## config.mk

```make
export PLATFORM = sky130hd
export DESIGN_NAME = ofdmTxMapTop
export DESIGN_NICKNAME = d
export VERILOG_FILES = /design/src/verilog/ofdmTxPkg.sv /design/src/verilog/bitGroupIf.sv /design/src/verilog/txMapConfig.sv /design/src/verilog/bitGrouper.sv /design/src/verilog/modulation.sv /design/src/verilog/ofdmTxMapTop.sv
export SDC_FILE = /design/constraint.sdc
export NUM_CORES = 1
export LEC_CHECK = 0
export ABC_CLOCK_PERIOD_IN_PS = 6300
export BUFFER_PORTS_ARGS = -buffer_cell sky130_fd_sc_hd__buf_2
export CORE_ASPECT_RATIO = 1.25
export CORE_MARGIN = 2
export CORE_UTILIZATION = 53
export DETAILED_ROUTE_END_ITERATION = 16
export PLACE_DENSITY = 0.79
export SLEW_MARGIN = 20
export SYNTH_ARGS = -nofsm -noshare
export SYNTH_HDL_FRONTEND = slang
export SYNTH_HIERARCHICAL = 1
export SYNTH_SLANG_ARGS = --single-unit
```

## constraint.sdc

```tcl
create_clock -name clk -period 6.3 [get_ports clk]
set_input_delay 1.26 -clock clk [delete_from_list [all_inputs] [get_ports clk]]
set_output_delay 1.26 -clock clk [all_outputs]
set_load 0.01 [all_outputs]
```

## src/verilog/ofdmTxPkg.sv

```systemverilog
`default_nettype none

package ofdmTxPkg;

        typedef enum logic [1:0] {
                MOD_BPSK  = 2'd0,
                MOD_QPSK  = 2'd1,
                MOD_QAM16 = 2'd2,
                MOD_QAM64 = 2'd3
        } modType;

        // First stream bit sits in bit 0 and unused upper bits stay zero
        typedef logic [5:0] bitGroup;

        // Q2.14 fixed point where 16'h4000 is +1.0
        typedef logic signed [15:0] sample;

        typedef logic [31:0] iqPair;            // I in the upper half, Q in the lower

        typedef logic [3:0]  axiAddr;
        typedef logic [31:0] axiData;

        ////////////////////////////////////////////////////////////////////////////
        // Register map

        localparam axiAddr REG_CTRL   = 4'h0;   // Mode in 1:0, enable in 2
        localparam axiAddr REG_STATUS = 4'h4;   // Busy in 0
        localparam axiAddr REG_COUNT  = 4'h8;   // Emitted IQ pairs

endpackage

`default_nettype wire

```

## src/verilog/bitGroupIf.sv

```systemverilog
`default_nettype none

interface bitGroupIf;

        logic               valid;
        logic               ready;
        ofdmTxPkg::bitGroup bits;
        ofdmTxPkg::modType  mode;               // Mode in force when the group was cut

        modport source (
                output valid,
                output bits,
                output mode,
                input  ready
        );

        modport sink (
                input  valid,
                input  bits,
                input  mode,
                output ready
        );

endinterface

`default_nettype wire

```

## src/verilog/txMapConfig.sv

```systemverilog
`default_nettype none

module txMapConfig #(
        parameter int COUNT_WIDTH = 16
) (
        input  logic              clk,
        input  logic              reset,
        input  ofdmTxPkg::axiAddr awaddr,
        input  logic              awvalid,
        output logic              awready,
        input  ofdmTxPkg::axiData wdata,
        input  logic [3:0]        wstrb,
        input  logic              wvalid,
        output logic              wready,
        output logic [1:0]        bresp,
        output logic              bvalid,
        input  logic              bready,
        input  ofdmTxPkg::axiAddr araddr,
        input  logic              arvalid,
        output logic              arready,
        output ofdmTxPkg::axiData rdata,
        output logic [1:0]        rresp,
        output logic              rvalid,
        input  logic              rready,
        output ofdmTxPkg::modType mode,
        output logic              enable,
        input  logic              busy,
        input  logic              sampleStrobe
);

        ofdmTxPkg::axiAddr      awAddrHeld;
        ofdmTxPkg::axiData      wDataHeld;
        logic [3:0]             wStrbHeld;
        logic                   awFull;
        logic                   wFull;
        logic                   doWrite;
        logic                   ctrlWrite;
        logic                   countWrite;
        logic [COUNT_WIDTH-1:0] sampleCount;
        ofdmTxPkg::axiData      readValue;

        ////////////////////////////////////////////////////////////////////////////
        // Write channel

        assign awready    = !bvalid && !awFull;
        assign wready     = !bvalid && !wFull;
        assign bresp      = 2'b00;
        assign doWrite    = awFull && wFull;    // Both phases in, commit on this edge
        assign ctrlWrite  = doWrite && (awAddrHeld == ofdmTxPkg::REG_CTRL) && wStrbHeld[0];
        assign countWrite = doWrite && (awAddrHeld == ofdmTxPkg::REG_COUNT);

        always_ff @(posedge clk) begin
                if (awvalid && awready) begin
                        awAddrHeld <= awaddr;
                end
                if (wvalid && wready) begin
                        wDataHeld <= wdata;
                        wStrbHeld <= wstrb;
                end
        end

        always_ff @(posedge clk) begin
                if (reset) begin
                        awFull <= 1'b0;
                        wFull  <= 1'b0;
                        bvalid <= 1'b0;
                end else if (doWrite) begin
                        awFull <= 1'b0;
                        wFull  <= 1'b0;
                        bvalid <= 1'b1;
                end else begin
                        if (awvalid && awready) begin
                                awFull <= 1'b1;
                        end
                        if (wvalid && wready) begin
                                wFull <= 1'b1;
                        end
                        if (bready) begin
                                bvalid <= 1'b0;
                        end
                end
        end

        always_ff @(posedge clk) begin
                if (reset) begin
                        mode        <= ofdmTxPkg::MOD_BPSK;
                        enable      <= 1'b0;
                        sampleCount <= '0;
                end else begin
                        if (ctrlWrite) begin
                                mode   <= ofdmTxPkg::modType'(wDataHeld[1:0]);
                                enable <= wDataHeld[2];
                        end
                        if (countWrite) begin
                                sampleCount <= '0;              // Clear wins over a strobe
                        end else if (sampleStrobe) begin
                                sampleCount <= sampleCount + 1'b1;
                        end
                end
        end

        ////////////////////////////////////////////////////////////////////////////
        // Read channel

        assign arready = !rvalid;
        assign rresp   = 2'b00;

        always_comb begin
                case (araddr)
                        ofdmTxPkg::REG_CTRL:   readValue = {29'd0, enable, mode};
                        ofdmTxPkg::REG_STATUS: readValue = {31'd0, busy};
                        ofdmTxPkg::REG_COUNT:  readValue = ofdmTxPkg::axiData'(sampleCount);
                        default:               readValue = '0;
                endcase
        end

        always_ff @(posedge clk) begin
                if (arvalid && arready) begin
                        rdata <= readValue;
                end
        end

        always_ff @(posedge clk) begin
                if (reset) begin
                        rvalid <= 1'b0;
                end else if (arvalid && arready) begin
                        rvalid <= 1'b1;
                end else if (rready) begin
                        rvalid <= 1'b0;
                end
        end

        // A write response stays up until the master takes it
        bvalidHeld: assert property (@(posedge clk) disable iff (reset)
                bvalid && !bready |=> bvalid);

endmodule

`default_nettype wire

```

## src/verilog/bitGrouper.sv

```systemverilog
`default_nettype none

module bitGrouper (
        input  logic              clk,
        input  logic              reset,
        input  ofdmTxPkg::modType mode,
        input  logic              enable,
        input  logic [7:0]        byteData,
        input  logic              byteValid,
        output logic              byteReady,
        bitGroupIf.source         grp,
        input  logic              mapperFull,
        output logic              busy
);

        localparam int STORE_BITS = 13;

        ofdmTxPkg::modType     curMode;
        logic [3:0]            nBpsc;
        ofdmTxPkg::bitGroup    groupMask;
        logic [STORE_BITS-1:0] store;
        logic [STORE_BITS-1:0] shifted;
        logic [3:0]            fill;
        logic [3:0]            remain;
        logic                  take;
        logic                  accept;

        always_comb begin
                case (curMode)
                        ofdmTxPkg::MOD_BPSK:  nBpsc = 4'd1;
                        ofdmTxPkg::MOD_QPSK:  nBpsc = 4'd2;
                        ofdmTxPkg::MOD_QAM16: nBpsc = 4'd4;
                        default:              nBpsc = 4'd6;
                endcase
        end

        assign groupMask = ~(6'h3F << nBpsc);

        // A byte is taken only if it fits whole, which always holds below one group
        assign byteReady = enable && (fill <= 4'(STORE_BITS - 8));
        assign accept    = byteValid && byteReady;

        assign grp.valid = (fill >= nBpsc);
        assign grp.bits  = store[5:0] & groupMask;
        assign grp.mode  = curMode;
        assign take      = grp.valid && grp.ready;

        assign busy = (fill != 4'd0) || mapperFull;

        ////////////////////////////////////////////////////////////////////////////
        // Shift store

        assign shifted = take ? (store >> nBpsc) : store;
        assign remain  = take ? (fill - nBpsc) : fill;

        always_ff @(posedge clk) begin
                if (reset) begin
                        store   <= '0;
                        fill    <= '0;
                        curMode <= ofdmTxPkg::MOD_BPSK;
                end else begin
                        if (accept) begin
                                // New byte lands just above the bits still held
                                store <= shifted | (STORE_BITS'(byteData) << remain);
                                fill  <= remain + 4'd8;
                        end else begin
                                store <= shifted;
                                fill  <= remain;
                        end
                        if (fill == 4'd0) begin
                                curMode <= mode;        // Mode only moves while empty
                        end
                end
        end

        fillBound: assert property (@(posedge clk) disable iff (reset)
                accept |=> fill <= 4'(STORE_BITS));

endmodule

`default_nettype wire

```

## src/verilog/modulation.sv

```systemverilog
`default_nettype none

module modulation (
        input  logic             clk,
        input  logic             reset,
        bitGroupIf.sink          grp,
        output ofdmTxPkg::iqPair iqData,
        output logic             iqValid,
        input  logic             iqReady,
        output logic             full,
        output logic             sampleStrobe
);

        logic [2:0]       qBits;
        ofdmTxPkg::sample iLevel;
        ofdmTxPkg::sample qLevel;

        // Gray-coded level of one axis. Bit 0 picks the sign
        function automatic ofdmTxPkg::sample axisLevel(input ofdmTxPkg::modType m,
                                                       input logic [2:0] b);
                ofdmTxPkg::sample lvl;
                case (m)
                        ofdmTxPkg::MOD_BPSK:  lvl = b[0] ? 16'h4000 : 16'hC000;
                        ofdmTxPkg::MOD_QPSK:  lvl = b[0] ? 16'h2D41 : 16'hD2BF;
                        ofdmTxPkg::MOD_QAM16: begin
                                case (b[1:0])
                                        2'b00:   lvl = 16'hC349;
                                        2'b10:   lvl = 16'hEBC3;
                                        2'b11:   lvl = 16'h143D;
                                        default: lvl = 16'h3CB7;
                                endcase
                        end
                        default: begin
                                case (b)
                                        3'b000:  lvl = 16'hBAE0;
                                        3'b100:  lvl = 16'hCEA0;
                                        3'b110:  lvl = 16'hE260;
                                        3'b010:  lvl = 16'hF620;
                                        3'b011:  lvl = 16'h09E0;
                                        3'b111:  lvl = 16'h1DA0;
                                        3'b101:  lvl = 16'h3160;
                                        default: lvl = 16'h4520;
                                endcase
                        end
                endcase
                return lvl;
        endfunction

        ////////////////////////////////////////////////////////////////////////////
        // Mapping

        // I takes the low half of the group and Q the high half
        always_comb begin
                case (grp.mode)
                        ofdmTxPkg::MOD_QPSK:  qBits = {2'b00, grp.bits[1]};
                        ofdmTxPkg::MOD_QAM16: qBits = {1'b0, grp.bits[3:2]};
                        default:              qBits = grp.bits[5:3];
                endcase
        end

        assign iLevel = axisLevel(grp.mode, grp.bits[2:0]);
        assign qLevel = (grp.mode == ofdmTxPkg::MOD_BPSK) ? '0 : axisLevel(grp.mode, qBits);

        ////////////////////////////////////////////////////////////////////////////
        // Output register

        assign grp.ready    = !iqValid || iqReady;
        assign full         = iqValid;
        assign sampleStrobe = iqValid && iqReady;

        always_ff @(posedge clk) begin
                if (grp.valid && grp.ready) begin
                        iqData <= {iLevel, qLevel};
                end
        end

        always_ff @(posedge clk) begin
                if (reset) begin
                        iqValid <= 1'b0;
                end else if (grp.valid && grp.ready) begin
                        iqValid <= 1'b1;
                end else if (iqReady) begin
                        iqValid <= 1'b0;
                end
        end

        holdOnStall: assert property (@(posedge clk) disable iff (reset)
                iqValid && !iqReady |=> iqValid && $stable(iqData));

endmodule

`default_nettype wire

```

## src/verilog/ofdmTxMapTop.sv

```systemverilog
`default_nettype none

module ofdmTxMapTop #(
        parameter int COUNT_WIDTH = 16
) (
        input  logic              clk,
        input  logic              reset,
        input  ofdmTxPkg::axiAddr sAwaddr,
        input  logic              sAwvalid,
        output logic              sAwready,
        input  ofdmTxPkg::axiData sWdata,
        input  logic [3:0]        sWstrb,
        input  logic              sWvalid,
        output logic              sWready,
        output logic [1:0]        sBresp,
        output logic              sBvalid,
        input  logic              sBready,
        input  ofdmTxPkg::axiAddr sAraddr,
        input  logic              sArvalid,
        output logic              sArready,
        output ofdmTxPkg::axiData sRdata,
        output logic [1:0]        sRresp,
        output logic              sRvalid,
        input  logic              sRready,
        input  logic [7:0]        byteData,
        input  logic              byteValid,
        output logic              byteReady,
        output ofdmTxPkg::iqPair  iqData,
        output logic              iqValid,
        input  logic              iqReady
);

        ofdmTxPkg::modType mode;
        logic              enable;
        logic              busy;
        logic              mapperFull;
        logic              sampleStrobe;

        bitGroupIf grpBus ();

        txMapConfig #(
                .COUNT_WIDTH (COUNT_WIDTH)
        ) regs (
                .clk          (clk),
                .reset        (reset),
                .awaddr       (sAwaddr),
                .awvalid      (sAwvalid),
                .awready      (sAwready),
                .wdata        (sWdata),
                .wstrb        (sWstrb),
                .wvalid       (sWvalid),
                .wready       (sWready),
                .bresp        (sBresp),
                .bvalid       (sBvalid),
                .bready       (sBready),
                .araddr       (sAraddr),
                .arvalid      (sArvalid),
                .arready      (sArready),
                .rdata        (sRdata),
                .rresp        (sRresp),
                .rvalid       (sRvalid),
                .rready       (sRready),
                .mode         (mode),
                .enable       (enable),
                .busy         (busy),
                .sampleStrobe (sampleStrobe)
        );

        bitGrouper grouper (
                .clk        (clk),
                .reset      (reset),
                .mode       (mode),
                .enable     (enable),
                .byteData   (byteData),
                .byteValid  (byteValid),
                .byteReady  (byteReady),
                .grp        (grpBus.source),
                .mapperFull (mapperFull),
                .busy       (busy)
        );

        modulation mapper (
                .clk          (clk),
                .reset        (reset),
                .grp          (grpBus.sink),
                .iqData       (iqData),
                .iqValid      (iqValid),
                .iqReady      (iqReady),
                .full         (mapperFull),
                .sampleStrobe (sampleStrobe)
        );

endmodule

`default_nettype wire

```

==> metrics, run 1 <==
vias in the first global route=3998; placer congestion estimate=approximately 0.87; DP Worst Slack=between 2 and 2.5 ns; CTS sink cnt=96; post-CTS setup buffer count=0; Pwr Density=between 300 and 400 mW/mm²; initial antenna violation count=0; largest net degree at the start of global routing=34; status=completed; htree depth=3; Power, Total=2.259 mW; clock skew=0.008225 ns; Routed Antenna Nets=0; Via density=5.688; reg2reg path depth=11; # resized after CTS=0; GRT overflow=0; CTS root buf=clkbuf_16; Post-synth EDFFs=53; Final Hold Vio Count=0; drt total wl=11.42 mm; top cell type's share of synthesized area=~28%; die area=0.01143 mm²; Mean Syn Cell Area=10.12 µm²; crit-path max cell delay=between 0.8 and 0.9 ns; Achievable Freq=roughly 0.27 GHz; Worst Path Max Fanout=23; synthesized cell area=0.005608 mm²; CP cell instances=nor2_1 -> ha_1 -> inv_1 -> ha_1 -> o211ai_1 -> a32oi_1 -> clkbuf_2 -> mux2i_1 -> mux2i_1 -> mux2i_1 -> o22ai_1; synthesized flop and latch total=96; Synth area leader=edfxtp_1; Worst EP required=6.50 ns; hold path depth=2; Rows=42; starting density of the core=approximately 54%; global-route wire length before repair=around 19 mm; Hold Slack=roughly 0.49 ns; final setup fails=0; Slew Viols, Final=0; post-synthesis sequential area ratio=between 40% and 50%; core area=between 0.01 and 0.015 mm²; die height=between 100 and 150 µm; RSZ-0062 raised after global routing=false; Crit Path Category=register to register; Syn. warnings=6; ys async rst share=0%; CTS buffer count=9; post-synth cell types=75; Max VDD drop=~0.00022 V; clk_lat worst skew=between 0.3 and 0.4 ns; TritonRoute pass-1 iters=5; critical path data arrival time=between 3 and 4 ns; Post-Syn Instances=554; setup ws final=2.559 ns; Nets=between 600 and 700; CP endpoint kind=register; Clock transition at path regs=roughly 0.060 ns; Crit path buffers/inverters=2; post-layout minimum cycle time=~3.7 ns; CP top delay family=compound AO/OA/AOI/OAI gates; via count=~4300; hold crit path type=register to register; Core Util, Final=59.60%; port buffer count=83; io pins=approximately 140; Clock Path Buffers=2; Most used DFF post-synth=edfxtp_1; GR Util All Layers=between 20% and 30%; Crit-path slowest cell=dfxtp_1; Final period util=between 50% and 60%; die width=between 90 and 100 µm; CTS tree=yes; CTS Hold Bufs=0; DR WL/cell=around 15 µm; area delta synth->final=11.13%; Fillers=approximately 900; Rel. slew slack=37.02%; ANT cells=0; Critical Path Most Common Cell=mux2i_1; WP depth=11; startpoint types=register; DRT iter0 DRCs=~230; static leakage=roughly 2.5 nW; layout cells sized above 1=20.42%; Max-cap violations=0; DP Wirelength=slightly above 8 mm; worst slew pin tran=~0.94 ns; setup_tns=0 ns; DRC Markers=0; top cells by area in the synthesized netlist=edfxtp_1 28%, dfxtp_1 15%, mux2i_1 6.1%
## final timing paths
path,startpoint,end,slack (ns)
min,regs/wDataHeld[1],regs/mode[1],0.49
max reg2reg,grouper/grp.mode[1],grouper/store[12],2.56
max,grouper/grp.mode[1],grouper/store[12],2.56
min reg2reg,regs/wDataHeld[1],regs/mode[1],0.49
## cells in the final DEF, fill, tap and decap left out, types with 3 or more instances in the layout
cell,Yosys,final
o22ai_1,8,8
and3_1,6,6
a22oi_1,4,4
nand4_1,4,4
nand2_1,37,37
buf_4,27,3
ha_1,17,17
nor3_1,9,9
a21o_1,4,4
dfxtp_1,43,43
clkbuf_16,0,9
mux4_2,7,7
or3_1,6,6
a21oi_1,28,27
a31oi_1,11,11
a211o_1,3,3
conb_1,1,20
edfxtp_1,53,53
nand2b_1,17,17
a211oi_1,5,5
o21ai_0,13,13
mux2i_1,34,34
buf_2,11,83
nor4_1,4,4
xor2_1,9,9
nor2b_1,7,7
nor2_1,49,49
nand3_1,11,11
inv_1,23,23
nand3b_1,3,3
and2_1,26,25
## state kept, by name (all words and copies together) (netlist names)
register          cells
grouper/fill          4
grouper/grp.mode      2
grouper/store        13
mapper/full           1
mapper/iqData        29
regs/awAddrHeld       4
regs/awFull           1
regs/bvalid           1
regs/enable           1
regs/mode             2
regs/rdata           16
regs/rvalid           1
regs/sampleCount     16
regs/wDataHeld        3
regs/wFull            1
regs/wStrbHeld        1
## tightest hold or removal path, cell delays in order (launching register included)
cell      delay (ns)
edfxtp_1        0.32
mux2i_1         0.06
nor2_1          0.07
## where the power goes
group | total (mW) | internal [mW] | switching, mW
sequential | 0.872 | 0.815 | 0.0571
combinational | 0.851 | 0.338 | 0.513
clock | 0.536 | 0.307 | 0.229
total | 2.26 | 1.46 | 0.799
## final cells by class
| type | instances | area [µm²] | share of cell area, % |
|---|---|---|---|
| multi-input cells | 400 | 2790 | 44.77 |
| flip-flops and latches | 96 | 2452 | 39.35 |
| repair buffers | 87 | 442.9 | 7.107 |
| clock buffers | 9 | 225.2 | 3.614 |
| well taps | 132 | 165.2 | 2.650 |
| inverters | 23 | 86.33 | 1.385 |
| clock inverters | 7 | 70.07 | 1.124 |
## per-stage QoR
step                area (µm²)  instances
floorplan                 5679        573
global placement          5927        737
detailed placement        5927        737
CTS                       6222        753
global route              6232        754
finish                    6232        754
## Yosys cell counts, drive strengths merged, types with 4 or more instances
cell    instances
dfxtp          43
o22ai           8
a31oi          11
or3             6
clkbuf          9
mux4            7
inv            23
mux2i          34
nor2           49
nand3          13
nand2          37
nor3            9
ha             17
nor2b           7
nand4           5
a21oi          29
and2           26
xor2            9
nand2b         17
edfxtp         53
o21ai          14
a22oi           5
a21o            4
nor4            4
buf            45
a211oi          6
and3            6
## logic make-up (layout without fill, tap and decap cells)
logic type      count (synthesis)  count (layout)  share of synthesized area, %
buf+inv                        77             126                         7.876
xor+xnor                       12              12                         2.343
compound gates                112             112                         14.24
simple gates                  195             195                         18.41
flops                          96              96                         43.73
fa+ha+maj                      17              17                         3.793
other cells                     1              20                       0.06687
mux                            44              44                         9.549
## routing by layer
metal  track usage (%)  wire length [µm]  part of all wire (%)  vias up
li1                  -                 -                     -     2090
met1             25.49              4575                    40     2002
met2             33.77              5699                    50      173
met3             4.934               905                   7.9       24
met4             7.768               238                   2.1        0
met5                 0                 0                     0        -
Power figures use the tool's default switching activity.
==> run 2, diff against run 1 <==
--- a/config.mk
+++ b/config.mk
@@ -5,13 +5,13 @@
 export SDC_FILE = /design/constraint.sdc
 export NUM_CORES = 1
 export LEC_CHECK = 0
-export ABC_CLOCK_PERIOD_IN_PS = 6300
+export ABC_CLOCK_PERIOD_IN_PS = 3400
 export BUFFER_PORTS_ARGS = -buffer_cell sky130_fd_sc_hd__buf_2
 export CORE_ASPECT_RATIO = 1.25
 export CORE_MARGIN = 2
-export CORE_UTILIZATION = 53
+export CORE_UTILIZATION = 49
 export DETAILED_ROUTE_END_ITERATION = 16
-export PLACE_DENSITY = 0.79
+export PLACE_DENSITY = 0.77
 export SLEW_MARGIN = 20
 export SYNTH_ARGS = -nofsm -noshare
 export SYNTH_HDL_FRONTEND = slang
==> constraint.sdc (replaced) <==
create_clock -name clk -period 3.4 [get_ports clk]
set_input_delay 0.68 -clock clk [delete_from_list [all_inputs] [get_ports clk]]
set_output_delay 0.68 -clock clk [all_outputs]
set_load 0.01 [all_outputs]
==> run 2 against run 1 <==
Net effect: fmax grew 30%; worst setup slack lost 2.0 ns; first-iteration DRC count shrank 21%; critical path depth shrank 2; largest cell class unchanged; cell count grew 2.1%; combinational power grew 94%; count of clock-buffer cells in the layout grew 1; clock power grew 88%; sequential power grew 85%; utilization shrank 2.7 points.
==> metrics, run 2 (synthesized netlist as in run 1, its figures left out) <==
status=completed; vias in the first global route=3917 (-2.0%); CTS buffer count=9 (unchanged); post-layout minimum cycle time=2.870 ns (-0.8707 ns); DRT iter0 DRCs=183 (-21%); Routed Antenna Nets=0 (unchanged); hold crit path type=register to register; # resized after CTS=0 (unchanged); Register Area=0.002452 mm² (unchanged); CP endpoint kind=register; layout cells sized above 1=22.05% (+1.6 points); Crit path buffers/inverters=3 (+1); Clock Path Buffers=2 (unchanged); core area=0.01114 mm² (+6.5%); die height=123.6 µm (+3.9%); Max-cap violations=0 (unchanged); Crit Path Category=register to register; CTS tree=yes; cell area after layout=0.006339 mm² (+1.7%); area delta synth->final=13.03%; multi-input logic area=0.002785 mm² (-0.18%); Final Hold Vio Count=0 (unchanged); Rel. slew slack=54.60% (+18 points); htree depth=3 (unchanged); RSZ-0062 raised after global routing=false; DP Worst Slack=0.5711 ns (-1.856 ns); setup_tns=0 ns (unchanged); Biggest register=mapper/iqData; starting density of the core=50.35% (-3.3 points); critical path data arrival time=2.94 ns (-1.00 ns); GR Util All Layers=18.47% (-2.0 points); die width=99.69 µm (+3.8%); GRT overflow=0 (unchanged); startpoint types=register; max reg flops=29 (unchanged); Clock transition at path regs=0.07 ns (about the same); setup ws final=0.5298 ns (-2.029 ns); most frequent cells in the layout=83 x buf_2, 53 x edfxtp_1, 49 x nor2_1; final setup fails=0 (unchanged); CTS root buf=clkbuf_16; Slew Viols, Final=0 (unchanged); io pins=136 (unchanged); via count=4311 (+0.51%); CTS sink cnt=96 (unchanged); Via density=5.599 (-1.6%); Fillers=945 (+7.0%); CTS Hold Bufs=0 (unchanged); TritonRoute pass-1 iters=4 (-1); CP top delay family=compound AO/OA/AOI/OAI gates; Power, Total=4.266 mW (+89%); clock skew=0.007438 ns (-0.0007868 ns); clk_lat worst skew=0.34 ns (about the same); largest net degree at the start of global routing=34 (unchanged); ANT cells=0 (unchanged); Crit-path slowest cell=ha_1; Achievable Freq=0.3484 GHz (+30%); Worst EP required=3.47 ns (-3.03 ns); Nets=708 (+1.9%); CP cell instances=buf_4 -> inv_1 -> ha_1 -> o21ai_0 -> inv_1 -> ha_1 -> a211o_1 -> a211oi_2 -> a2111oi_2; Max VDD drop=0.0003625 V (+63%); DRC Markers=0 (unchanged); crit-path max cell delay=0.41 ns (-0.41 ns); Final period util=84.42% (+25 points); initial antenna violation count=0 (unchanged); static leakage=2.573 nW (+3.3%); commonest non-fill, non-tap cell in the layout=buf_2; placer congestion estimate=0.8525 (-2.4%); Pwr Density=673.1 mW/mm² (+86%); port buffer count=83 (unchanged); global-route wire length before repair=18.45 mm (-1.0%); post-CTS setup buffer count=0 (unchanged); drt total wl=11.34 mm (-0.73%); worst slew pin tran=0.6747 ns (-0.2700 ns); die area=0.01232 mm² (+7.8%); Worst Path Max Fanout=20 (-13%); Rows=43 (+2.4%); DR WL/cell=14.72 µm (-2.8%); DP Wirelength=8.409 mm (+1.8%); placed cell area=0.006036 mm² (+1.8%); biggest regs=mapper/iqData (29), regs/rdata (16), regs/sampleCount (16)
run 2: report_power, final:
group	internal (mW)	switching [mW]	leakage, nW
Combinational	0.690	0.963	1.54
Sequential	1.51	0.0983	0.876
Clock	0.555	0.453	0.153
Total	2.75	1.51	2.57
run 2: metrics by stage:
stage                     hold WS (ns)  instances  util [%]
after floorplan                 0.4542        573         -
after global placement          0.4621        754     54.20
after detailed placement        0.4856        754     54.20
after CTS                       0.4895        770     56.92
after global routing            0.4977        770     56.92
final                           0.5018        770     56.92
run 2: cell type report:
class                   count  area share [%]
repair buffers            100           8.567
flip-flops and latches     96           38.69
multi-input cells         400           43.94
inverters                  23           1.362
well taps                 135           2.665
clock buffers              10           3.948
clock inverters             6          0.8291
run 2: final timing paths:
path / start / end / slack, ns / cells after the start
setup reg to reg: grouper/grp.mode[1] / mapper/iqData[13] / 0.53 / 9
hold reg to reg: regs/sampleCount[14] / regs/sampleCount[14] / 0.50 / 2
setup / recovery: grouper/grp.mode[1] / mapper/iqData[13] / 0.53 / 9
hold / removal: regs/sampleCount[14] / regs/sampleCount[14] / 0.50 / 2
run 2: per-layer routing:
metal	up-vias	track usage [%]	part of all wire [%]
li1	2110	-	-
met1	2047	22.95	44
met2	141	32.05	49
met3	13	3.255	5.2
met4	0	7.277	1.7
met5	-	0	0
run 2: tightest hold or removal path: cells and delay by family, from the launching register on:
kind            cells  cell delay (ns)
compound gates      2             0.13
flops               1             0.33
